### src/source/sms_pkg.sv
// Shared constants, types and download decode helpers, referenced by scoped name from every block
package sms_pkg;

	// ==================================================
	// Widths and sizes
	// ==================================================
	localparam int ROM_ADDR_W   = 22;
	localparam int DL_ADDR_W    = 25; // Host download byte address
	localparam int BYTE_W       = 8;
	localparam int LBA_W        = 32;
	localparam logic [ROM_ADDR_W-1:0] HEADER_BYTES = ROM_ADDR_W'(512); // Copier header

	localparam int SECTOR_BYTES = 512;
	localparam int BK_SECTORS   = 4;
	localparam int BUFF_ADDR_W  = $clog2(SECTOR_BYTES);
	localparam int SECTOR_SEL_W = $clog2(BK_SECTORS);
	localparam int NVRAM_ADDR_W = $clog2(BK_SECTORS * SECTOR_BYTES);

	localparam int CE_PERIOD    = 30; // Master clocks per divider frame

	// Download index codes
	localparam logic [BYTE_W-1:0] CHEAT_INDEX = '1;
	localparam logic [4:0]        GG_INDEX    = 5'd2; // Handheld cartridge

	// ==================================================
	// Types
	// ==================================================
	typedef enum logic [1:0] {
		idle,
		load_wait,
		save_wait,
		next_sector
	} bk_state_e;

	// Flags in the top word, replace value in the bottom word
	typedef struct packed {
		logic [31:0] flags;
		logic [31:0] address;
		logic [31:0] compare;
		logic [31:0] replace;
	} cheat_code_t;

	function automatic logic is_cheat_dl(input logic active, input logic [BYTE_W-1:0] index);
		return active && (index == CHEAT_INDEX);
	endfunction

	function automatic logic is_cart_dl(input logic active, input logic [BYTE_W-1:0] index);
		return active && (index != CHEAT_INDEX);
	endfunction

endpackage

### src/source/clock_enable_gen.sv
// Divides clk_sys over a 30-phase frame into the CPU, VDP, pixel and sound clock enables
`timescale 1ns/1ns

module clock_enable_gen (
	input  logic clk_sys,
	input  logic reset,
	output logic ce_cpu,
	output logic ce_vdp,
	output logic ce_pix,
	output logic ce_sp
);

	logic [$clog2(sms_pkg::CE_PERIOD)-1:0] phase;

	always_ff @(posedge clk_sys) begin
		if (reset) begin
			phase  <= '0;
			ce_cpu <= 1'b0;
			ce_vdp <= 1'b0;
			ce_pix <= 1'b0;
			ce_sp  <= 1'b0;
		end else begin
			if (int'(phase) == sms_pkg::CE_PERIOD - 1)
				phase <= '0;
			else
				phase <= phase + 1'b1;

			ce_sp  <= phase[0]; // High on odd phases
			ce_cpu <= 1'b0;
			ce_vdp <= 1'b0;
			ce_pix <= 1'b0;
			case (phase)
				5'd4, 5'd14: ce_vdp <= 1'b1;
				5'd9: begin
					ce_cpu <= 1'b1;
					ce_vdp <= 1'b1;
					ce_pix <= 1'b1;
				end
				5'd19, 5'd29: begin
					ce_vdp <= 1'b1;
					ce_pix <= 1'b1;
				end
				5'd24: begin
					ce_cpu <= 1'b1; // Late CPU slot keeps the VDP H counter aligned
					ce_vdp <= 1'b1;
				end
				default: ;
			endcase
		end
	end

endmodule

### config.mk
export PLATFORM = sky130hd
export DESIGN_NAME = clock_enable_gen
export DESIGN_NICKNAME = d
export VERILOG_FILES = /design/src/source/sms_pkg.sv /design/src/source/clock_enable_gen.sv
export SDC_FILE = /design/constraint.sdc
export NUM_CORES = 1
export LEC_CHECK = 0
export ABC_AREA = 1
export ABC_CLOCK_PERIOD_IN_PS = 1260
export BUFFER_PORTS_ARGS = -buffer_cell sky130_fd_sc_hd__buf_2
export CORE_AREA = 2 2 39 41
export CTS_CLUSTER_DIAMETER = 40
export CTS_CLUSTER_SIZE = 14
export DETAILED_ROUTE_END_ITERATION = 16
export DIE_AREA = 0 0 41 43
export PLACE_DENSITY_LB_ADDON = 0.1
export SYNTH_ARGS = -nofsm -noshare
export SYNTH_HDL_FRONTEND = slang
export SYNTH_SLANG_ARGS = --single-unit
### constraint.sdc
create_clock -name clk_sys -period 1.26 [get_ports clk_sys]
set_input_delay 0.063 -clock clk_sys [delete_from_list [all_inputs] [get_ports clk_sys]]
set_output_delay 0.063 -clock clk_sys [all_outputs]
set_load 0.1 [all_outputs]
Word level (Yosys, flattened, before mapping)
Cells that the tools add are included.
{"block": "classes", "eq_ne": 7, "addsub": 1, "n_mux": 3, "n_reduce_logical": 4}
{"cell": "== test 5 bit (second input constant)", "count": 3}
{"cell": "== test 5 x 3 -> 1 bit (second input constant)", "count": 2}
{"cell": "== test 5 x 4 -> 1 bit (second input constant)", "count": 2}
{"cell": "OR reduction 6 bit", "count": 1}
{"cell": "adder 5 x 1 -> 5 bit (second input constant)", "count": 1}
{"cell": "OR reduction 2 bit", "count": 2}
{"cell": "two-way mux 1 bit", "count": 3}
{"cell": "OR reduction 3 bit", "count": 1}
{"block": "totals", "wordCells": 20, "ff_bits": 9, "out_inout_bits": 4}

Logic depth before layout (Yosys ltp)
{"block": "logic_depth", "depth_word": 3, "mapped_depth": 8}

Least setup slack after synthesis
No wires, ideal clock.
{"block": "synth_timing", "path_kind": "flip-flop to flip-flop", "startpoint": "register phase[1] (netlist bit)", "endpoint": "register ce_vdp", "t_arrival_ps": 1021, "stages_incl_launch_ff": 9, "slack_ps": 130, "synth_period_minus_slack_ps": 1130, "path_cell_list": "dfxtp_1 inv_1 ha_1 nand2_1 nor2_1 nor2_1 nand3_1 nand2_1 inv_1"}
{"block": "synth_between", "elab_chain_cells": 3, "elab_cells_between_ends": 8}
{"item": "from (decl)", "line_no": "clock_enable_gen.sv:13", "source": "logic [$clog2(sms_pkg::CE_PERIOD)-1:0] phase;"}
{"item": "from (signal assigned)", "line_no": "clock_enable_gen.sv:26", "source": "phase <= phase + 1'b1;"}
{"item": "== test 5 bit, or another cell as far along", "line_no": "clock_enable_gen.sv:32", "source": "case (phase)"}
{"item": "OR reduction 6 bit (no line) *"}
{"item": "two-way mux 1 bit *", "line_no": "clock_enable_gen.sv:32"}
{"item": "to (signal assigned)", "line_no": "clock_enable_gen.sv:30", "source": "ce_vdp <= 1'b0;"}
{"item": "to (signal assigned)", "line_no": "clock_enable_gen.sv:33", "source": "5'd4, 5'd14: ce_vdp <= 1'b1;"}
{"item": "to (signal assigned)", "line_no": "clock_enable_gen.sv:36", "source": "ce_vdp <= 1'b1;"}
{"item": "to (decl)", "line_no": "clock_enable_gen.sv:8", "source": "output logic ce_vdp,"}
Mark *: on every way between the ends. The rest lies on a longest branch, timed or not.
A chain may end at the register's enable or synchronous reset.

Worst setup path after layout
Ends and elaborated chain as after synthesis.

==> impl_metrics.py <==
metrics = {
    "outcome": {
        "status": "complete, no violations",
    },
    "worst_setup_path": {
        "critPathKind": "flip-flop to flip-flop",
        "reg2reg_slack_ns": 0.12,
        "required_ns": 1.42,
        "arrival_ns": 1.31,
        "crit_fanout": 5,
        "cp-end-kind": "flip-flop",
        "start_kind": "flip-flop",
    },
    "clock_network": {
        "clk_latency_ns": 0.26,
        "numCtsBuffers": 3,
        "cts_tree": "done",
        "clk_path_buf_depth": 2,
        "cts.sinks": 9,
        "clockRootBuffer": "clkbuf_4",
        "clk_pin_slew_ns": 0.06,
        "htreeDepth": 1,
    },
    "global_route": {
        "grt_use_total": 0.114,
        "grt-ovfl-total": 0,
        "grt_pass1_vias": 315,
        "grt_pass1_wl_mm": 1.25,
        "grt_start_max_net_pins": 7,
        "antenna_found_initial": 0,
    },
    "sta": {
        "period_share": 0.907,
        "fin_crit_ns": 1.14,
        "skew_ns": 0.000709,
        "setup_ws_ns": 0.117,
        "fmax_mhz": 875,
        "finalMaxSlewViolations": 0,
        "hold_violations": 0,
        "worstMarginPinSlew_ns": 0.483,
        "setup_tns_ns": 0,
        "setup_viol": 0,
        "max_slew_margin": 0.680,
    },
    "synth": {
        "synth_cells": 59,
        "ys_seq_area_frac": 0.425,
        "ys_seq_elements": 9,
        "syn_nets": 65,
        "netlist_area_sq_um": 424,
        "postSynthAreaPerCell_sq_um": 7.19,
        "yosys_warnings": 0,
        "ys_types": 10,
    },
    "run": {
        "maxCapViolations": 0,
    },
    "placement": {
        "io_buffers": 5,
        "place_congestion": 0.695,
        "place_area_sq_um": 477,
        "post-place-ws_ns": 0.0124,
        "dp_hpwl_microns": 581,
    },
    "routing": {
        "firstDrtPassIters": 2,
        "dr.first_iter.drc_count": 1,
        "vias_per_cell": 4.12,
        "drc": 0,
        "finalWirelength_microns": 747,
        "drt-wirelength-per-cell_microns": 8.69,
        "final_antenna_net_count": 0,
        "num_vias": 354,
    },
    "die": {
        "dieArea_sq_um": 1760,
        "rows": 14,
        "die_w_microns": 41,
        "start_util": 0.307,
        "ios": 6,
        "die_h_microns": 43,
        "core_sq_um": 1380,
    },
    "finish": {
        "syn_to_final_growth_pct": 22.7,
        "final_cell_mix": "nand2_1 (15), inv_1 (10), nor2_1 (8)",
        "fin_util": 0.376,
        "design_area_sq_um": 520,
        "drive_gt1_frac": 0.186,
        "diodes": 0,
        "final_common_cell": "nand2_1",
        "nNetsFinal": 77,
    },
    "power": {
        "leakage_nw": 0.260,
        "powerDensity_nw_per_um2": 1160,
        "power.total_mw": 0.604,
        "ir_worst_vdd_mv": 0.395,
    },
    "min_path": {
        "hp-class": "flip-flop to flip-flop",
    },
}
-- sequential cells by signal, summed over array words and instances, names as in the netlist --
register,count
ce_vdp,1
ce_pix,1
phase,5
ce_cpu,1
ce_sp,1
-- path summary, 6_finish.rpt --
check	endpoint	cells after the start	startpoint
setup / recovery	ce_vdp$_SDFF_PP0_	8	phase[1]$_SDFF_PP0_
hold / removal	phase[0]$_SDFF_PP0_	1	phase[0]$_SDFF_PP0_
setup reg to reg	ce_vdp$_SDFF_PP0_	8	phase[1]$_SDFF_PP0_
hold reg to reg	phase[0]$_SDFF_PP0_	1	phase[0]$_SDFF_PP0_
-- stage by stage --
step	hold WS, ns	cells
global placement	0.254	81
CTS	0.507	86
finish	0.468	86
detailed placement	0.254	81
global route	0.505	86
floorplan	0.135	59
-- area by class of cell --
type / instances / area (sq um)
Multi-Input combinational cell: 40 / 209
Sequential cell: 9 / 185
Clock buffer: 4 / 26.3
Inverter: 10 / 37.5
Timing Repair Buffer: 7 / 42.5
Fill cell: 154 / 863
Tap cell: 16 / 20.0
-- where the power goes --
part           switching [mW]  internal [mW]  total (mW)
sequential             0.0101          0.296       0.306
clock                   0.106          0.122       0.229
combinational          0.0468         0.0225      0.0693
-- layer usage --
| layer | vias up | track usage | wire length [microns] |
|---|---|---|---|
| li1 | 205 | - | - |
| met1 | 143 | 0.136 | 367 |
| met2 | 4 | 0.147 | 340 |
| met3 | 2 | 0.0314 | 23 |
| met4 | 0 | 0.120 | 17 |
| met5 | - | 0 | 0 |
-- synthesized netlist by cell type --
library cell,count,area (sq um)
a21oi_1,3,15.0
dfxtp_1,9,180
ha_1,4,50.1
inv_1,10,37.5
nand2_1,16,60.1
nand3_1,6,30.0
nand4_1,1,6.26
nor2_1,8,30.0
o21ai_2,1,8.76
or2_0,1,6.26
-- worst max-delay path, cell delays in order, from the launching register on --
cell	delay, ns
dfxtp_4	0.37
inv_1	0.05
ha_1	0.22
nand2_2	0.08
nor2_1	0.04
nor2_1	0.12
nand3_1	0.08
nand2_1	0.06
inv_1	0.03
-- what timing repair did --
action	CTS	global route
hold buffers	1	0
setup buffers	0	0
setup endpoints to repair	0	7
hold endpoints to repair	2	0
resized for setup	0	4
-- logic make-up after synthesis --
family / count (synthesis) / share of synthesized area
adders and majority gates: 4 / 0.118
buffers and inverters: 10 / 0.0885
DFF: 9 / 0.425
and+or+nand+nor: 32 / 0.313
AOI/OAI and AO/OA: 4 / 0.0560
Note: power is estimated with default switching activity, not from simulation.
