==> config.mk <==
export PLATFORM = sky130hd
export DESIGN_NAME = cart_loader_flat
export DESIGN_NICKNAME = d
export VERILOG_FILES = /design/src/source/sms_pkg.sv /design/src/source/sms_ifs.sv /design/src/source/cart_loader.sv /design/src/flat_wrapper.sv
export SDC_FILE = /design/constraint.sdc
export NUM_CORES = 1
export LEC_CHECK = 0
export BUFFER_PORTS_ARGS = -buffer_cell sky130_fd_sc_hd__buf_2
export CAP_MARGIN = 10
export CORE_MARGIN = 4
export CORE_UTILIZATION = 52
export CTS_CLUSTER_SIZE = 40
export DETAILED_ROUTE_END_ITERATION = 10
export PLACE_DENSITY = 0.81
export RECOVER_POWER = 25
export SYNTH_ARGS = -nofsm -noshare
export SYNTH_HDL_FRONTEND = slang
export SYNTH_SLANG_ARGS = --single-unit
export TNS_END_PERCENT = 100
==> constraint.sdc <==
create_clock -name clk_sys -period 2.5 [get_ports clk_sys]
set_input_delay 0.25 -clock clk_sys [delete_from_list [all_inputs] [get_ports clk_sys]]
set_output_delay 0.25 -clock clk_sys [all_outputs]
set_load 0.1 [all_outputs]
==> src/source/sms_pkg.sv <==
// Shared constants, types and download decode helpers, referenced by scoped name from every block
package sms_pkg;

	// ==================================================
	// Widths and sizes
	// ==================================================
	localparam int ROM_ADDR_W   = 22;
	localparam int DL_ADDR_W    = 25; // Host download byte address
	localparam int BYTE_W       = 8;
	localparam int LBA_W        = 32;
	localparam logic [ROM_ADDR_W-1:0] HEADER_BYTES = ROM_ADDR_W'(512); // Copier header

	localparam int SECTOR_BYTES = 512;
	localparam int BK_SECTORS   = 4;
	localparam int BUFF_ADDR_W  = $clog2(SECTOR_BYTES);
	localparam int SECTOR_SEL_W = $clog2(BK_SECTORS);
	localparam int NVRAM_ADDR_W = $clog2(BK_SECTORS * SECTOR_BYTES);

	localparam int CE_PERIOD    = 30; // Master clocks per divider frame

	// Download index codes
	localparam logic [BYTE_W-1:0] CHEAT_INDEX = '1;
	localparam logic [4:0]        GG_INDEX    = 5'd2; // Handheld cartridge

	// ==================================================
	// Types
	// ==================================================
	typedef enum logic [1:0] {
		idle,
		load_wait,
		save_wait,
		next_sector
	} bk_state_e;

	// Flags in the top word, replace value in the bottom word
	typedef struct packed {
		logic [31:0] flags;
		logic [31:0] address;
		logic [31:0] compare;
		logic [31:0] replace;
	} cheat_code_t;

	function automatic logic is_cheat_dl(input logic active, input logic [BYTE_W-1:0] index);
		return active && (index == CHEAT_INDEX);
	endfunction

	function automatic logic is_cart_dl(input logic active, input logic [BYTE_W-1:0] index);
		return active && (index != CHEAT_INDEX);
	endfunction

endpackage

==> src/source/sms_ifs.sv <==
// Download bus and backup sector port bundles passed between the host glue modules
`timescale 1ns/1ns

// ==================================================
// Host download stream
// ==================================================
interface dl_if;
	logic                            active; // Download in progress
	logic [sms_pkg::BYTE_W-1:0]      index;  // File type selector
	logic                            wr;     // One-cycle byte strobe
	logic [sms_pkg::DL_ADDR_W-1:0]   addr;
	logic [sms_pkg::BYTE_W-1:0]      data;

	modport sink (
		input active,
		input index,
		input wr,
		input addr,
		input data
	);
endinterface


==> src/source/cart_loader.sv <==
// Writes downloaded cartridge bytes to ROM memory and maps console ROM reads through the size mask
`timescale 1ns/1ns

module cart_loader (
	input  logic                             clk_sys,
	input  logic                             reset,
	dl_if.sink                               dl,
	output logic                             dl_wait,
	output logic                             rom_req,
	input  logic                             rom_ack,
	output logic [sms_pkg::ROM_ADDR_W-1:0]   rom_waddr,
	output logic [sms_pkg::BYTE_W-1:0]       rom_wdata,
	input  logic [sms_pkg::ROM_ADDR_W-1:0]   cpu_rom_addr,
	output logic [sms_pkg::ROM_ADDR_W-1:0]   rom_raddr,
	output logic                             gg_mode
);

	logic                            cart_dl;
	logic                            old_cart_dl;
	logic                            cart_byte;
	logic                            rom_done;
	logic [sms_pkg::ROM_ADDR_W-1:0]  byte_addr;
	logic [sms_pkg::ROM_ADDR_W-1:0]  cart_mask;
	logic [sms_pkg::ROM_ADDR_W-1:0]  mask512;
	logic [sms_pkg::DL_ADDR_W-1:0]   dl_end; // One past the last byte, the image size
	logic                            sz512;

	assign cart_dl   = sms_pkg::is_cart_dl(dl.active, dl.index);
	assign cart_byte = cart_dl && dl.wr;
	assign byte_addr = dl.addr[sms_pkg::ROM_ADDR_W-1:0];
	assign rom_done  = dl_wait && (rom_req == rom_ack); // Memory caught up with the toggle

	// ==================================================
	// ROM write handshake
	// ==================================================
	always_ff @(posedge clk_sys) begin
		if (reset) begin
			old_cart_dl <= 1'b0;
			dl_wait     <= 1'b0;
			rom_req     <= 1'b0;
			rom_waddr   <= '0;
		end else begin
			old_cart_dl <= cart_dl;
			if (cart_byte) begin
				rom_req <= ~rom_req;
				dl_wait <= 1'b1; // Host holds off until the write lands
			end else if (rom_done) begin
				dl_wait <= 1'b0;
			end

			if (cart_dl && !old_cart_dl)
				rom_waddr <= '0;
			else if (rom_done)
				rom_waddr <= rom_waddr + 1'b1;
		end
	end

	// Byte payload and size masks
	always_ff @(posedge clk_sys) begin
		if (cart_byte) begin
			rom_wdata <= dl.data;
			dl_end    <= dl.addr + 1;
			cart_mask <= (byte_addr == '0) ? '0 : (cart_mask | byte_addr);
			mask512   <= (byte_addr == sms_pkg::HEADER_BYTES) ? '0 :
			             (mask512 | (byte_addr - sms_pkg::HEADER_BYTES));
		end
	end

	always_ff @(posedge clk_sys) begin
		if (reset) begin
			sz512   <= 1'b0;
			gg_mode <= 1'b0;
		end else begin
			if (cart_byte)
				gg_mode <= (dl.index[4:0] == sms_pkg::GG_INDEX);
			if (old_cart_dl && !cart_dl)
				sz512 <= dl_end[9]; // Odd half-KiB size means a copier header
		end
	end

	// CPU address translation
	assign rom_raddr = sz512 ? ((cpu_rom_addr + sms_pkg::HEADER_BYTES) & mask512) :
	                           (cpu_rom_addr & cart_mask);

	// Host must respect back-pressure
	a_no_byte_in_wait: assert property (@(posedge clk_sys) disable iff (reset)
		dl_wait |-> !cart_byte);

endmodule

==> src/flat_wrapper.sv <==
// flat-port wrapper written by rule: the top's interface ports become plain ports
module cart_loader_flat 
  (clk_sys, reset, dl_wait, rom_req, rom_ack, rom_waddr, rom_wdata, cpu_rom_addr, rom_raddr, gg_mode, dl_active, dl_index, dl_wr, dl_addr, dl_data);
  dl_if dl_i ();
  input  logic clk_sys;
  input  logic reset;
  output logic dl_wait;
  output logic rom_req;
  input  logic rom_ack;
  output logic [sms_pkg::ROM_ADDR_W-1:0] rom_waddr;
  output logic [sms_pkg::BYTE_W-1:0] rom_wdata;
  input  logic [sms_pkg::ROM_ADDR_W-1:0] cpu_rom_addr;
  output logic [sms_pkg::ROM_ADDR_W-1:0] rom_raddr;
  output logic gg_mode;
  input wire logic [$bits(dl_i.active)-1:0] dl_active;
  input wire logic [$bits(dl_i.index)-1:0] dl_index;
  input wire logic [$bits(dl_i.wr)-1:0] dl_wr;
  input wire logic [$bits(dl_i.addr)-1:0] dl_addr;
  input wire logic [$bits(dl_i.data)-1:0] dl_data;
  assign dl_i.active = dl_active;
  assign dl_i.index = dl_index;
  assign dl_i.wr = dl_wr;
  assign dl_i.addr = dl_addr;
  assign dl_i.data = dl_data;
  cart_loader u_core (.clk_sys(clk_sys), .reset(reset), .dl(dl_i), .dl_wait(dl_wait), .rom_req(rom_req), .rom_ack(rom_ack), .rom_waddr(rom_waddr), .rom_wdata(rom_wdata), .cpu_rom_addr(cpu_rom_addr), .rom_raddr(rom_raddr), .gg_mode(gg_mode));
endmodule
* Yosys cells after proc, flatten, opt, wreduce, memory -nomap -nowiden
Index checks and enable logic that the tools add are counted.
** Word-level totals
- Register bits :: 89
- Input port bits :: 68
- Logic and storage cells :: 36
** Cells by class
- Add/subtract/negate cells :: 4
- Equal/unequal tests :: 4
- Multiplexer cells :: 3
- Bitwise operators :: 5
- Reduce and logical (&&, ||, !) cells :: 10
** Operators with widths (count)
- bitwise AND 22 bit :: 2
- OR 22 bit :: 2
- adder 22 x 1 -> 22 bit (second input constant) :: 1
- adder 22 x 10 -> 22 bit (second input constant) :: 1
- equality test 22 x 10 -> 1 bit (second input constant) :: 1
- zero test 22 bit :: 1
- 2-to-1 mux 22 bit :: 1
- subtractor 22 x 10 -> 22 bit (second input constant) :: 1
- adder 10 x 1 -> 10 bit (second input constant) :: 1
- != test 8 bit (second input constant) :: 1
- equality test 5 x 2 -> 1 bit (second input constant) :: 1
- logical AND 1 bit :: 5
- zero test 1 bit :: 2
- 2-to-1 mux 1 bit :: 2
- nonzero test 2 bit :: 1
- OR reduction 2 bit :: 1
- equality test 1 bit :: 1
- inverter 1 bit :: 1

* Longest topological paths before layout
- Word-level depth :: 4
- Gate-level depth with buffers :: 6

* Least setup slack after synthesis
No wires, ideal clock.
- Path kind :: flip-flop to output port
- Start point :: register u_core.sz512
- End point :: output port rom_raddr[10] in the netlist's numbering
- Data arrival time :: 3.116 ns
- Required time :: 2.250 ns
- Path slack :: -0.866 ns
- Stages on the path, launching flop included :: 5
- Path buffers :: 3
- Cell sequence :: dfxtp_1 > clkbuf_1 > clkbuf_1 > clkbuf_1 > o21ai_0
** Between the ends
- Cells in the longest elaborated chain, start to end :: 1
** Ends and longest elaborated chain
- start, declared :: line cart_loader.sv:26 : logic sz512;
- start signal, assigned :: line cart_loader.sv:77 : sz512 <= dl_end[9];
- 2-to-1 mux 22 bit :: line cart_loader.sv:82 : assign rom_raddr = sz512 ? ((cpu_rom_addr + sms_pkg::HEADER_BYTES) & mask512) :
- end, declared :: line flat_wrapper.sv:13 : output logic [sms_pkg::ROM_ADDR_W-1:0] rom_raddr;
Every way passes these cells.

* Worst setup path after layout
- Start point :: register u_core.rom_req
- End point :: register u_core.rom_waddr[17] in the netlist's numbering
** Between the ends
- Cells in the longest elaborated chain, start to end :: 2
** Ends and longest elaborated chain
- start, declared :: line cart_loader.sv:9 : output logic rom_req,
- start signal, assigned :: line cart_loader.sv:45 : rom_req <= ~rom_req;
- equality test 1 bit :: line cart_loader.sv:31 : assign rom_done = dl_wait && (rom_req == rom_ack);
- logical AND 1 bit :: line cart_loader.sv:31
- end signal, assigned :: line cart_loader.sv:54 : rom_waddr <= rom_waddr + 1'b1;
- end, declared :: line cart_loader.sv:11 : output logic [sms_pkg::ROM_ADDR_W-1:0] rom_waddr,
Every way passes these cells.
A chain may end at the register's enable or synchronous reset.

==> impl_metrics.ini <==
[run_status]
status = finished clean

[worst_setup_path]
r2r_start = u_core.rom_req
critical_path.startpoint = u_core.rom_req
required_ps = 2780
start_kind = flip-flop
path_max_fanout = 10
worstSetupPathType = flip-flop to flip-flop
worstPathArrival_ps = 2340
reg2regPathDepth = 5
rrSetupSlack_ps = 440
reg2reg_to = u_core.rom_waddr[17]
end_kind = flip-flop

[logic_synthesis]
synth_ff_type = edfxtp_1
synth_edf_count = 53
synth_cells = 432
synth_cell_types = 39
synth_compound_area_share_pct = 8.27
synth-xor-area-share_pct = 7.10
synth_top_area_share_pct = 39.3
synth_most_common_cell = nor2_1
synthAdderAreaFrac_pct = 0.926
synthesis.area_um2 = 4050
synth-simple-area-share_pct = 25.6
yosys-top-cells-area = edfxtp_1 (39%), dfxtp_1 (13%), nor2_1 (8.0%), nand2_1 (3.8%), xnor2_1 (3.5%)
yosys-top-cells-count = nor2_1 (86), edfxtp_1 (53), nand2_1 (41)
yosys.area.top_type = edfxtp_1
syn_avg_cell_area_um2 = 9.38
async_flop_share_pct = 0
syn_nets = 503
yosys-mux-area-fraction_pct = 2.22
yosysSeqAreaShare_pct = 52.6
synth_top_family_by_area = simple AND/OR/NAND/NOR gates
synth-seq-cells = 80
yosys_warnings = 0

[layout]
nets = 632
areaGrowthSynthToFinish_pct = 32.5
fin_cells = 665
fill_cells = 552
drive_gt1_share_pct = 27.9
diodes = 0
design_area_um2 = 5370

[die]
dieArea_um2 = 9270
die_h_um = 96.3
start_util_pct = 54.7
placement_rows = 31
ioPinCount = 123
die_width_um = 96.3
coreArea_um2 = 7410

[global_routing]
grt_max_degree = 37
antenna_found_initial = 1
grt.overflow.total = 0
grt_pass1_vias = 3685
grt_pass1_wl_mm = 16.5
grt_usage_pct = 23.0

[routing]
via_count = 3730
drtPass1Iterations = 5
finalWirelength_mm = 10.5
drtAntennaViolNets = 0
dr.first_iter.drc_count = 188
drc = 0
post_drt_wl_per_cell_um = 15.7
via_per_inst = 5.61

[placed_design]
dp.cells = 649
io_buffers = 119
placed_cell_area_um2 = 5180
gp_congestion = 0.824
dp_hpwl_mm = 7.79

[clock_tree]
clock_path_buffers = 2
cts.sinks = 80
cts.repair.resized = 0
clk_latency_ps = 350
clock-root-buffer = clkbuf_8
clk_pin_slew_worst_paths_ps = 80
hold_buffers = 0
cts_tree = yes
numCtsBuffers = 9
cts_max_level = 3
post_cts_buffers = 0

[sta]
tightest_slew_ps = 1110
skew_ps = 7.79
period_share_pct = 82.6
hold_viol_final = 0
setup_viol = 0
rsz0062_at_grt = false
fmax_ghz = 0.484
relSlewSlack_pct = 25.9
min_period_ps = 2060
slew_viol_final = 0

[flow_run]
max_cap_violations = 0

[power_and_ir_drop]
p_leak_nw = 2.04
power_density_nw_per_um2 = 565
vdd_drop_max_mv = 0.386
finalPower_mw = 3.03

[worst_hold_path]
min_path_cells = 1
holdCritStartpoint = dl_data[1]
hp-class = input port to flip-flop
min_to = u_core.rom_wdata[1]
-- sequential cells by signal (all words and copies together), names as in the netlist --
name	count
u_core.sz512	1
u_core.dl_end	1
u_core.dl_wait	1
u_core.rom_waddr	22
u_core.rom_req	1
u_core.rom_wdata	8
u_core.mask512	22
u_core.gg_mode	1
u_core.old_cart_dl	1
u_core.cart_mask	22
-- cell families after synthesis --
family	count (synthesis)
XOR/XNOR	32
adder cells (fa/ha/maj)	3
buffers and inverters	34
flip-flops	80
AO/OA/AOI/OAI	57
multiplexers	9
AND/OR/NAND/NOR	217
-- worst max-delay path by stage --
stage,endpoint,slack (ps),depth (start not counted)
6_report,u_core.rom_waddr[17],440,5
5_1_grt,u_core.rom_waddr[17],290,5
4_1_cts,rom_raddr[21],490,7
3_5_place_dp,rom_raddr[21],490,7
3_3_place_gp,rom_raddr[21],510,7
2_1_floorplan,rom_raddr[21],-280,4
-- final cells by class --
cell class              instances  area (um2)  share of cell area, %
multi-input cells             318        1830                   34.0
repair buffers                130         997                   18.6
clock buffers                  14         194                   3.61
inverters                      22        82.6                   1.54
flip-flops and latches         80        2140                   39.8
clock inverters                 2        10.0                  0.186
well taps                      99         124                   2.31
-- placed cells by master, fill, tap and decap left out, types with 2 or more instances in the layout --
cell / n
nand4b_1: 2
and4_1: 2
nand4_1: 12
ha_1: 3
mux2i_1: 9
o21ai_0: 5
nor3_2: 2
edfxtp_1: 53
or3_1: 7
nor2_1: 86
clkinv_2: 2
o22ai_2: 4
nand2_1: 41
nor4_1: 11
xor2_1: 15
a31o_2: 2
or4_1: 9
o22ai_1: 4
inv_1: 21
clkbuf_8: 12
xnor2_1: 16
buf_12: 22
o31ai_1: 6
dfxtp_1: 23
a21oi_1: 25
o21ai_1: 5
dfxtp_2: 4
nand3_1: 20
buf_4: 8
nor2b_1: 8
nor3_1: 10
buf_2: 96
clkbuf_1: 4
-- layer usage --
metal | global-route usage, % | vias up | routed length, um
met3 | 6.25 | 22 | 879
met2 | 39.6 | 167 | 5330
li1 | - | 1804 | -
met1 | 26.6 | 1735 | 4040
met5 | 0 | - | 18
met4 | 10.3 | 2 | 202
-- critical path: stages, from the launching register on --
cell      delay [ps]
dfxtp_1          450
xnor2_2          140
clkbuf_1         320
nand4_1          400
or4_1            520
a21oi_1          160
-- power by group --
| group | internal [mW] | total, mW | switching [mW] |
|---|---|---|---|
| clock network | 0.501 | 0.965 | 0.465 |
| registers | 1.45 | 1.47 | 0.0195 |
| logic | 0.185 | 0.601 | 0.416 |
| total | 2.13 | 3.03 | 0.900 |
-- through the flow --
| stage | setup WS [ps] | setup TNS, ps | utilization (%) | hold WS [ps] |
|---|---|---|---|---|
| floorplan | -284 | -1680 | - | 319 |
| global placement | 507 | 0 | 69.9 | 426 |
| detailed placement | 492 | 0 | 69.9 | 430 |
| CTS | 488 | 0 | 72.7 | 54.8 |
| global route | 293 | 0 | 72.5 | 49.3 |
| finish | 436 | 0 | 72.5 | 61.1 |
(Power assumes the default switching activity.)
