File: config.mk
export PLATFORM = sky130hd
export DESIGN_NAME = cheat_loader_flat
export DESIGN_NICKNAME = d
export VERILOG_FILES = /design/src/source/sms_pkg.sv /design/src/source/sms_ifs.sv /design/src/source/cheat_loader.sv /design/src/flat_wrapper.sv
export SDC_FILE = /design/constraint.sdc
export NUM_CORES = 1
export LEC_CHECK = 0
export ABC_CLOCK_PERIOD_IN_PS = 3540
export BUFFER_PORTS_ARGS = -buffer_cell sky130_fd_sc_hd__buf_2
export CAP_MARGIN = 20
export CORE_MARGIN = 3
export CORE_UTILIZATION = 35
export CTS_CLUSTER_DIAMETER = 100
export DETAILED_ROUTE_END_ITERATION = 10
export SYNTH_ARGS = -nofsm -noshare
export SYNTH_HDL_FRONTEND = slang
export SYNTH_SLANG_ARGS = --single-unit
File: constraint.sdc
create_clock -name clk_sys -period 3.54 [get_ports clk_sys]
set_input_delay 0.177 -clock clk_sys [delete_from_list [all_inputs] [get_ports clk_sys]]
set_output_delay 0.177 -clock clk_sys [all_outputs]
set_load 0.01 [all_outputs]
File: src/source/sms_pkg.sv
// Shared constants, types and download decode helpers, referenced by scoped name from every block
package sms_pkg;

	// ==================================================
	// Widths and sizes
	// ==================================================
	localparam int ROM_ADDR_W   = 22;
	localparam int DL_ADDR_W    = 25; // Host download byte address
	localparam int BYTE_W       = 8;
	localparam int LBA_W        = 32;
	localparam logic [ROM_ADDR_W-1:0] HEADER_BYTES = ROM_ADDR_W'(512); // Copier header

	localparam int SECTOR_BYTES = 512;
	localparam int BK_SECTORS   = 4;
	localparam int BUFF_ADDR_W  = $clog2(SECTOR_BYTES);
	localparam int SECTOR_SEL_W = $clog2(BK_SECTORS);
	localparam int NVRAM_ADDR_W = $clog2(BK_SECTORS * SECTOR_BYTES);

	localparam int CE_PERIOD    = 30; // Master clocks per divider frame

	// Download index codes
	localparam logic [BYTE_W-1:0] CHEAT_INDEX = '1;
	localparam logic [4:0]        GG_INDEX    = 5'd2; // Handheld cartridge

	// ==================================================
	// Types
	// ==================================================
	typedef enum logic [1:0] {
		idle,
		load_wait,
		save_wait,
		next_sector
	} bk_state_e;

	// Flags in the top word, replace value in the bottom word
	typedef struct packed {
		logic [31:0] flags;
		logic [31:0] address;
		logic [31:0] compare;
		logic [31:0] replace;
	} cheat_code_t;

	function automatic logic is_cheat_dl(input logic active, input logic [BYTE_W-1:0] index);
		return active && (index == CHEAT_INDEX);
	endfunction

	function automatic logic is_cart_dl(input logic active, input logic [BYTE_W-1:0] index);
		return active && (index != CHEAT_INDEX);
	endfunction

endpackage

File: src/source/sms_ifs.sv
// Download bus and backup sector port bundles passed between the host glue modules
`timescale 1ns/1ns

// ==================================================
// Host download stream
// ==================================================
interface dl_if;
	logic                            active; // Download in progress
	logic [sms_pkg::BYTE_W-1:0]      index;  // File type selector
	logic                            wr;     // One-cycle byte strobe
	logic [sms_pkg::DL_ADDR_W-1:0]   addr;
	logic [sms_pkg::BYTE_W-1:0]      data;

	modport sink (
		input active,
		input index,
		input wr,
		input addr,
		input data
	);
endinterface


File: src/source/cheat_loader.sv
// Builds 16-byte cheat records from the cheat download stream and flags each completed record
`timescale 1ns/1ns

module cheat_loader (
	input  logic                 clk_sys,
	input  logic                 reset,
	dl_if.sink                   dl,
	output sms_pkg::cheat_code_t cheat_code,
	output logic                 code_valid
);

	logic                        cheat_byte;
	logic [4:0]                  bit_ofs; // Byte lane within the 32-bit field

	assign cheat_byte = sms_pkg::is_cheat_dl(dl.active, dl.index) && dl.wr;
	assign bit_ofs    = {dl.addr[1:0], 3'b000};

	// Four fields of four bytes, least significant byte first
	always_ff @(posedge clk_sys) begin
		if (cheat_byte) begin
			case (dl.addr[3:2])
				2'd0: cheat_code.flags[bit_ofs +: sms_pkg::BYTE_W]   <= dl.data;
				2'd1: cheat_code.address[bit_ofs +: sms_pkg::BYTE_W] <= dl.data;
				2'd2: cheat_code.compare[bit_ofs +: sms_pkg::BYTE_W] <= dl.data;
				2'd3: cheat_code.replace[bit_ofs +: sms_pkg::BYTE_W] <= dl.data;
				default: ;
			endcase
		end
	end

	// ==================================================
	// Record complete strobe
	// ==================================================
	always_ff @(posedge clk_sys) begin
		if (reset)
			code_valid <= 1'b0;
		else
			code_valid <= cheat_byte && (dl.addr[3:0] == 4'hf); // Last byte of record
	end

endmodule

File: src/flat_wrapper.sv
// flat-port wrapper written by rule: the top's interface ports become plain ports
module cheat_loader_flat 
  (clk_sys, reset, cheat_code, code_valid, dl_active, dl_index, dl_wr, dl_addr, dl_data);
  dl_if dl_i ();
  input  logic clk_sys;
  input  logic reset;
  output sms_pkg::cheat_code_t cheat_code;
  output logic code_valid;
  input wire logic [$bits(dl_i.active)-1:0] dl_active;
  input wire logic [$bits(dl_i.index)-1:0] dl_index;
  input wire logic [$bits(dl_i.wr)-1:0] dl_wr;
  input wire logic [$bits(dl_i.addr)-1:0] dl_addr;
  input wire logic [$bits(dl_i.data)-1:0] dl_data;
  assign dl_i.active = dl_active;
  assign dl_i.index = dl_index;
  assign dl_i.wr = dl_wr;
  assign dl_i.addr = dl_addr;
  assign dl_i.data = dl_data;
  cheat_loader u_core (.clk_sys(clk_sys), .reset(reset), .dl(dl_i), .cheat_code(cheat_code), .code_valid(code_valid));
endmodule
# After elaboration in Yosys (flattened, before gate mapping)
# Cells that the tools add are included.
# word_totals
reg_bits	129
input_bits	45
out_inout_bits	129
wordCells	25
# op_classes
addsub	1
eq_ne	5
shift	2
muxes	4
n_reduce_logical	8
# op_table
cell	count
32-bit bitwise mux	4
8-bit by 7-bit variable shift with 32-bit output, first input constant	1
8-bit by 7-bit variable part select with 32-bit output	1
8-bit == test, second input constant	1
2-bit AND reduction	4
5-bit negation with 7-bit output	1
2-bit == test, second input constant	2
4-bit == test, second input constant	1
1-bit logical AND	3
2-bit by 1-bit == test with 1-bit output, second input constant	1
2-bit zero test	1

# Logic depth before layout (Yosys ltp)
# Gate-level depths: netlist of run 1.
# depth
ltp_word	4
depth_mapped	4
mapped_depth_nobuf	4

# Worst setup path before layout of run 1
# OpenSTA, ideal clock, no wires.
# synth_path
kind	in2reg
start	input dl_addr[0]
end	register, netlist name u_core.cheat_code[112]
setup_ns	0.395
t_arrival_ns	1.618
required_ns	3.145
path_slack_ns	1.527
path_stages	4
path_buffers	0
cell_sequence	inv_1 -> ha_1 -> or3b_1 -> nor4_1
# synth_rtl
item	line_no	rtl
from (decl)	flat_wrapper.sv:12	input wire logic [$bits(dl_i.addr)-1:0] dl_addr;

# Worst setup path in the final report of run 1
# layout_path
start	input dl_index[5]
end	register, netlist name u_core.cheat_code[105]
# layout_via
elab_chain_cells	4
# layout_lines
item	line_no	rtl
from (decl)	flat_wrapper.sv:10	input wire logic [$bits(dl_i.index)-1:0] dl_index;
8-bit == test	sms_pkg.sv:44	return active && (index == CHEAT_INDEX);
1-bit logical AND	sms_pkg.sv:44	
1-bit logical AND	cheat_loader.sv:15	assign cheat_byte = sms_pkg::is_cheat_dl(dl.active, dl.index) && dl.wr;
2-bit AND reduction (no source line)	n/a	
# Every way passes these cells.
# A chain may end at the register's enable or synchronous reset.

==> results of run 1 <==
worst max-delay path: stages:
cell and delay [ns]:
buf_2 0.09, nand4_2 0.55, nor4_2 0.72, buf_4 0.25
power by group through the flow:
stage	Sequential [mW]	Clock [mW]	Combinational (mW)
final	1.67	1.70	0.0889
after CTS	1.67	1.73	0.0918
after global placement	1.70	0	0.0890
after floorplan	1.70	0	0.0494
after global routing	1.67	1.81	0.0995
after detailed placement	1.70	0	0.0912
cell type report:
type	instances	area, µm²
fillers	1117	6471
flip-flops and latches	129	3864
repair buffers	168	880.8
multi-input cells	79	709.4
clock buffers	18	429.2
well taps	172	215.2
clock inverters	10	145.1
inverters	2	7.507
flip-flops by register name, indices dropped and copies added (netlist names):
register           count
u_core.cheat_code    128
u_core.code_valid      1
stage by stage:
stage               setup WS [ns]  area, µm²  cells  hold WS (ns)  power [mW]
floorplan                   1.527       4588    215        0.3483       1.753
global placement            1.452       5677    550        0.5129       1.793
detailed placement          1.413       5677    550        0.5137       1.795
CTS                         1.854       6251    578       0.07163       3.499
global route                1.743       6251    578       0.07831       3.577
finish                      1.846       6251    578       0.09176       3.460
worst max path at each step:
stage | start | end | slack, ns
2_1_floorplan | dl_addr[0] | u_core.cheat_code[112]$_DFFE_PP_ | 1.53
3_3_place_gp | dl_index[5] | u_core.cheat_code[105]$_DFFE_PP_ | 1.45
3_5_place_dp | dl_index[5] | u_core.cheat_code[105]$_DFFE_PP_ | 1.41
4_1_cts | dl_index[5] | u_core.cheat_code[107]$_DFFE_PP_ | 1.85
5_1_grt | dl_index[5] | u_core.cheat_code[107]$_DFFE_PP_ | 1.74
6_report | dl_index[5] | u_core.cheat_code[105]$_DFFE_PP_ | 1.85
cell families (layout without fill, tap and decap cells):
| kind of cell | after synthesis | count (layout) | share of synthesized area, % |
|---|---|---|---|
| buffers and inverters | 7 | 198 | 1.145 |
| DFF | 129 | 129 | 84.21 |
| and+or+nand+nor | 73 | 73 | 13.01 |
| adders and majority gates | 6 | 6 | 1.636 |
per-layer routing:
layer / GRT usage (%) / wire [µm] / vias up
li1: - / - / 1210
met5: 0 / 0 / -
met4: 5.099 / 129 / 0
met3: 6.174 / 760 / 12
met1: 18.09 / 4459 / 1230
met2: 24.00 / 5076 / 103
Yosys cell counts:
cell type / number / area [µm²]
nand2_1: 1 / 3.750
dfxtp_1: 1 / 20.02
nand3_1: 4 / 20.02
nor4_2: 10 / 125.1
or3b_1: 4 / 35.03
nor3b_4: 3 / 56.30
nand3b_1: 8 / 60.06
and3b_2: 1 / 10.01
inv_1: 2 / 7.510
nand4_4: 1 / 21.27
ha_1: 6 / 75.07
nand4_2: 1 / 12.51
buf_6: 2 / 22.52
edfxtp_1: 128 / 3844
buf_4: 3 / 22.52
nor4_1: 7 / 43.79
nand4b_1: 1 / 8.760
and2_1: 32 / 200.2
==> results_dict.tcl, run 1 <==
set metrics [dict create \
    p_int_mw 2.849 \
    wl_mm 10.43 \
    die_h_um 120.5 \
    peakVddDrop_mv 0.3879 \
    hp-class "in -> reg" \
    layout_commonest_cell "buf_2" \
    area_growth_pct 36.24 \
    powerDensity_nw_per_um2 553.5 \
    power.switching_uw 611.3 \
    yosys_warnings 0 \
    clkPwrFrac_pct 49.0 \
    cap_violations 0 \
    hold_depth 3 \
    coreArea_um2 12720 \
    setup-tns-final_ns 0 \
    cts_buffers 17 \
    gp_congestion 0.7034 \
    synthCells 215 \
    fmax_mhz 590.3 \
    die_x_um 120.5 \
    die-area_um2 14520 \
    cts_max_level 4 \
    crit_type "in -> reg" \
    fin_crit_ns 1.694 \
    critPathArrivalTime_ns 1.81 \
    netSwitchingFraction_pct 17.67 \
    first_pass_iters 4 \
    vias 2555 \
    setup_viol 0 \
    grt_max_degree 18 \
    drc_errors 0 \
    final_core_util_pct 49.13 \
    leakage_nw 1.917 \
    cts.hold.buffers_added 0 \
    num_antenna_cells 0 \
    combPwrFrac_pct 2.6 \
    root_buffer "clkbuf_16" \
    cts_setup_buffers 0 \
    cts.sinks 129 \
    via_per_inst 4.420 \
    layout_worst_path_cycle_share_pct 47.86 \
    antenna_found_initial 0 \
    status "finished, final reports clean" \
    setup.worst_path.end_class "flip-flop" \
    worstMarginPinSlew_ns 0.9043 \
    layout_common_cells "buf_2, edfxtp_1, and2_1, clkbuf_16" \
    start_util_pct 36.06 \
    drtIter0Drc 133 \
    min_from "reset" \
    grt_pass1_vias 2576 \
    ys_seq_area_share_pct 84.21 \
    ioPinCount 174 \
    grt_pass1_wl_mm 15.19 \
    crit_path_max_fanout 17 \
    synth_area_um2 4588 \
    track_usage_pct 14.87 \
    fin_nets 448 \
    syn_nets 266 \
    synth_seq_cells 129 \
    cts_buffer_depth 2 \
    final-hold-violation-count 0 \
    cts_resized 0 \
    wire_per_inst_um 18.04 \
    crit_required_ns 3.65 \
    pwr-share-seq_pct 48.4 \
    grt_setup_unrepaired "no" \
    drive_gt1_share_pct 52.46 \
    grt-ovfl-total 0 \
    maxSlewViolCount 0 \
    ant_nets 0 \
    cts_tree "yes" \
    synth_cell_types 18 \
    min_to "u_core.code_valid$_SDFF_PP0_" \
    max_slew_margin_pct 39.56 \
    dp_hpwl_mm 7.252 \
    clk_pin_slew_ns 0.05 \
    rows 41 \
    critPathLaunchType "input pin" \
    avgSynthCellArea_um2 21.34 \
    io_buffers 152 \
]
(Power assumes the default switching activity.)
==> run 2: changes to the inputs <==
--- a/config.mk
+++ b/config.mk
@@ -5,7 +5,8 @@
 export SDC_FILE = /design/constraint.sdc
 export NUM_CORES = 1
 export LEC_CHECK = 0
-export ABC_CLOCK_PERIOD_IN_PS = 3540
+export ABC_AREA = 1
+export ABC_CLOCK_PERIOD_IN_PS = 1360
 export BUFFER_PORTS_ARGS = -buffer_cell sky130_fd_sc_hd__buf_2
 export CAP_MARGIN = 20
 export CORE_MARGIN = 3
==> constraint.sdc (replaced) <==
create_clock -name clk_sys -period 1.36 [get_ports clk_sys]
set_input_delay 0.068 -clock clk_sys [delete_from_list [all_inputs] [get_ports clk_sys]]
set_output_delay 0.068 -clock clk_sys [all_outputs]
set_load 0.01 [all_outputs]
==> run 2 against run 1 <==
Worst hold slack got worse by 0.00055 ns; non-clock buffer count rose by 6; sequential share of layout area up 1.3 points; combinational power rose to 2.6 times the previous value; sequential power rose to 2.6 times the previous value; routed wire length is 3.3% higher; critical endpoint is now cheat_code[120]; largest power group unchanged; cell count increased by 3.5%; largest cell class unchanged.
==> results_dict.tcl, run 2 <==
set metrics [dict create \
    status "finished, final reports clean" \
    vias 2559 \
    grt_max_degree 17 \
    ioPinCount 174 \
    cts_max_level 4 \
    synth_compound_area_share_pct 0 \
    multi_input_area_um2 431.7 \
    dp_slack_ns -0.05195 \
    die_h_um 118.0 \
    max_slew_margin_pct 68.10 \
    grt-ovfl-total 0 \
    total_power_mw 9.166 \
    post_synth_main_area_contributors "edfxtp_1, nor2_1, ha_1" \
    num_antenna_cells 0 \
    die_x_um 118.0 \
    grt_pass1_vias 2738 \
    synth_area_um2 4389 \
    hp-class "in -> reg" \
    synthCells 226 \
    setup.worst_path.end "cheat_code[120]" \
    cp.depth 1 \
    critPathArrivalTime_ns 0.98 \
    crit_slowest_cell "edfxtp_1" \
    crit_path_max_fanout 1 \
    area_growth_pct 39.57 \
    peakVddDrop_mv 0.7051 \
    fillers 1055 \
    ant_nets 0 \
    gp_congestion 0.7055 \
    synth.most_common_cell "edfxtp_1" \
    synth_cell_types 17 \
    cp_slowest_stage_delay_ns 0.40 \
    seq_area_um2 3864 \
    synthTopCellsByCount "edfxtp_1, nor2_1, inv_1, nor3_1" \
    syn_nets 277 \
    dp_hpwl_mm 7.382 \
    clk_pin_slew_ns 0.06 \
    layout_worst_path_cycle_share_pct 77.17 \
    root_buffer "clkbuf_16" \
    maxSlewViolCount 0 \
    cap_violations 0 \
    drtIter0Drc 142 \
    critPathLaunchType "flip-flop" \
    rows 40 \
    cp_top_family "flip-flops" \
    synth_top_family_by_area "simple AND/OR/NAND/NOR gates" \
    track_usage_pct 16.15 \
    setup.worst_path.end_class "output pin" \
    wire_per_inst_um 18.01 \
    largest_reg_flops 128 \
    ys_dominant_reg_cell "edfxtp_1" \
    worstMarginPinSlew_ns 0.4749 \
    cts_buffer_depth 2 \
    async_flop_share_pct 0 \
    yosys.area_share.simple_pct 8.124 \
    setup-tns-final_ns 0 \
    crit_buf_inv 1 \
    crit_type "reg -> out" \
    avgSynthCellArea_um2 19.42 \
    first_pass_iters 4 \
    synth_fa_ha_area_share_pct 1.710 \
    synth_xor_area_share_pct 0 \
    path_cells "buf_2" \
    finalWorstSetupSlack_ns 0.3106 \
    cts_setup_buffers 0 \
    setup_viol 0 \
    yosys-mux-area-fraction_pct 0 \
    cts_tree "yes" \
    io_buffers 152 \
    fin_crit_ns 1.049 \
    synth_top_cell_by_area "edfxtp_1" \
    yosys_warnings 0 \
    final-hold-violation-count 0 \
    fmax_mhz 952.9 \
    layout_commonest_cell "buf_2" \
    leakage_nw 2.044 \
    wl_mm 10.77 \
    via_per_inst 4.279 \
    die-area_um2 13920 \
    antenna_found_initial 0 \
    startpoint "u_core.cheat_code[120]$_DFFE_PP_" \
    grt_pass1_wl_mm 16.06 \
    start_util_pct 36.24 \
    drc_errors 0 \
    drive_gt1_share_pct 49.77 \
    grt_setup_unrepaired "no" \
    synth_enable_flop_cells 128 \
    cts_buffers 17 \
    cts.sinks 129 \
    ys_seq_area_share_pct 88.03 \
    synth_seq_cells 129 \
    synth_top_area_share_pct 87.57 \
    powerDensity_nw_per_um2 1496 \
    layout_common_cells "buf_2, edfxtp_1, nor2_1, buf_4, inv_1" \
    fin_nets 468 \
    coreArea_um2 12110 \
    crit_required_ns 1.29 \
]
[run 2: worst min path at each step]
stage | slack (ns) | startpoint | end | cells past startpoint
finish | 0.09 | dl_index[4] | u_core.code_valid$_SDFF_PP0_ | 5
global route | 0.11 | dl_index[4] | u_core.code_valid$_SDFF_PP0_ | 5
CTS | 0.07 | dl_index[4] | u_core.code_valid$_SDFF_PP0_ | 5
detailed placement | 0.31 | reset | u_core.code_valid$_SDFF_PP0_ | 4
global placement | 0.31 | reset | u_core.code_valid$_SDFF_PP0_ | 4
floorplan | 0.21 | reset | u_core.code_valid$_SDFF_PP0_ | 3
[run 2: timing repair]
item,in CTS,in global routing
gates resized for setup,0,0
hold endpoints to repair,1,0
hold buffers,1,0
[run 2: kinds of logic after synthesis]
family | count (synthesis)
flops | 129
simple gates | 68
buf+inv | 23
fa+ha+maj | 6
[run 2: cell type report]
type | instances | area share, %
tap | 168 | 3.431
timing repair buffer | 174 | 15.36
inverter | 21 | 1.328
sequential | 129 | 63.07
clock buffer | 17 | 6.944
clock inverter | 15 | 2.819
multi-input combinational | 74 | 7.047
[run 2: metal layers]
layer	vias to the layer above	part of all wire, %	GRT usage (%)
li1	1217	-	-
met5	-	0	0
met1	1235	40	17.81
met4	0	1.9	7.253
met2	87	52	27.52
met3	20	6.6	6.391
[run 2: per-stage QoR]
stage	hold slack [ns]	instances	area, µm²	util [%]
final	0.09121	598	6126	50.58
after global routing	0.1124	598	6126	50.58
after CTS	0.06926	598	6126	50.58
after detailed placement	0.3056	565	5518	45.56
after global placement	0.3093	565	5518	45.56
after floorplan	0.2100	226	4389	-
[run 2: power breakdown]
group          total, mW  internal, mW  leakage (nW)  switching, mW
registers           4.36          4.35         0.925      0.0000976
clock network       4.58          3.01         0.296           1.57
logic              0.230        0.0730         0.823          0.157
total               9.17          7.44          2.04           1.73
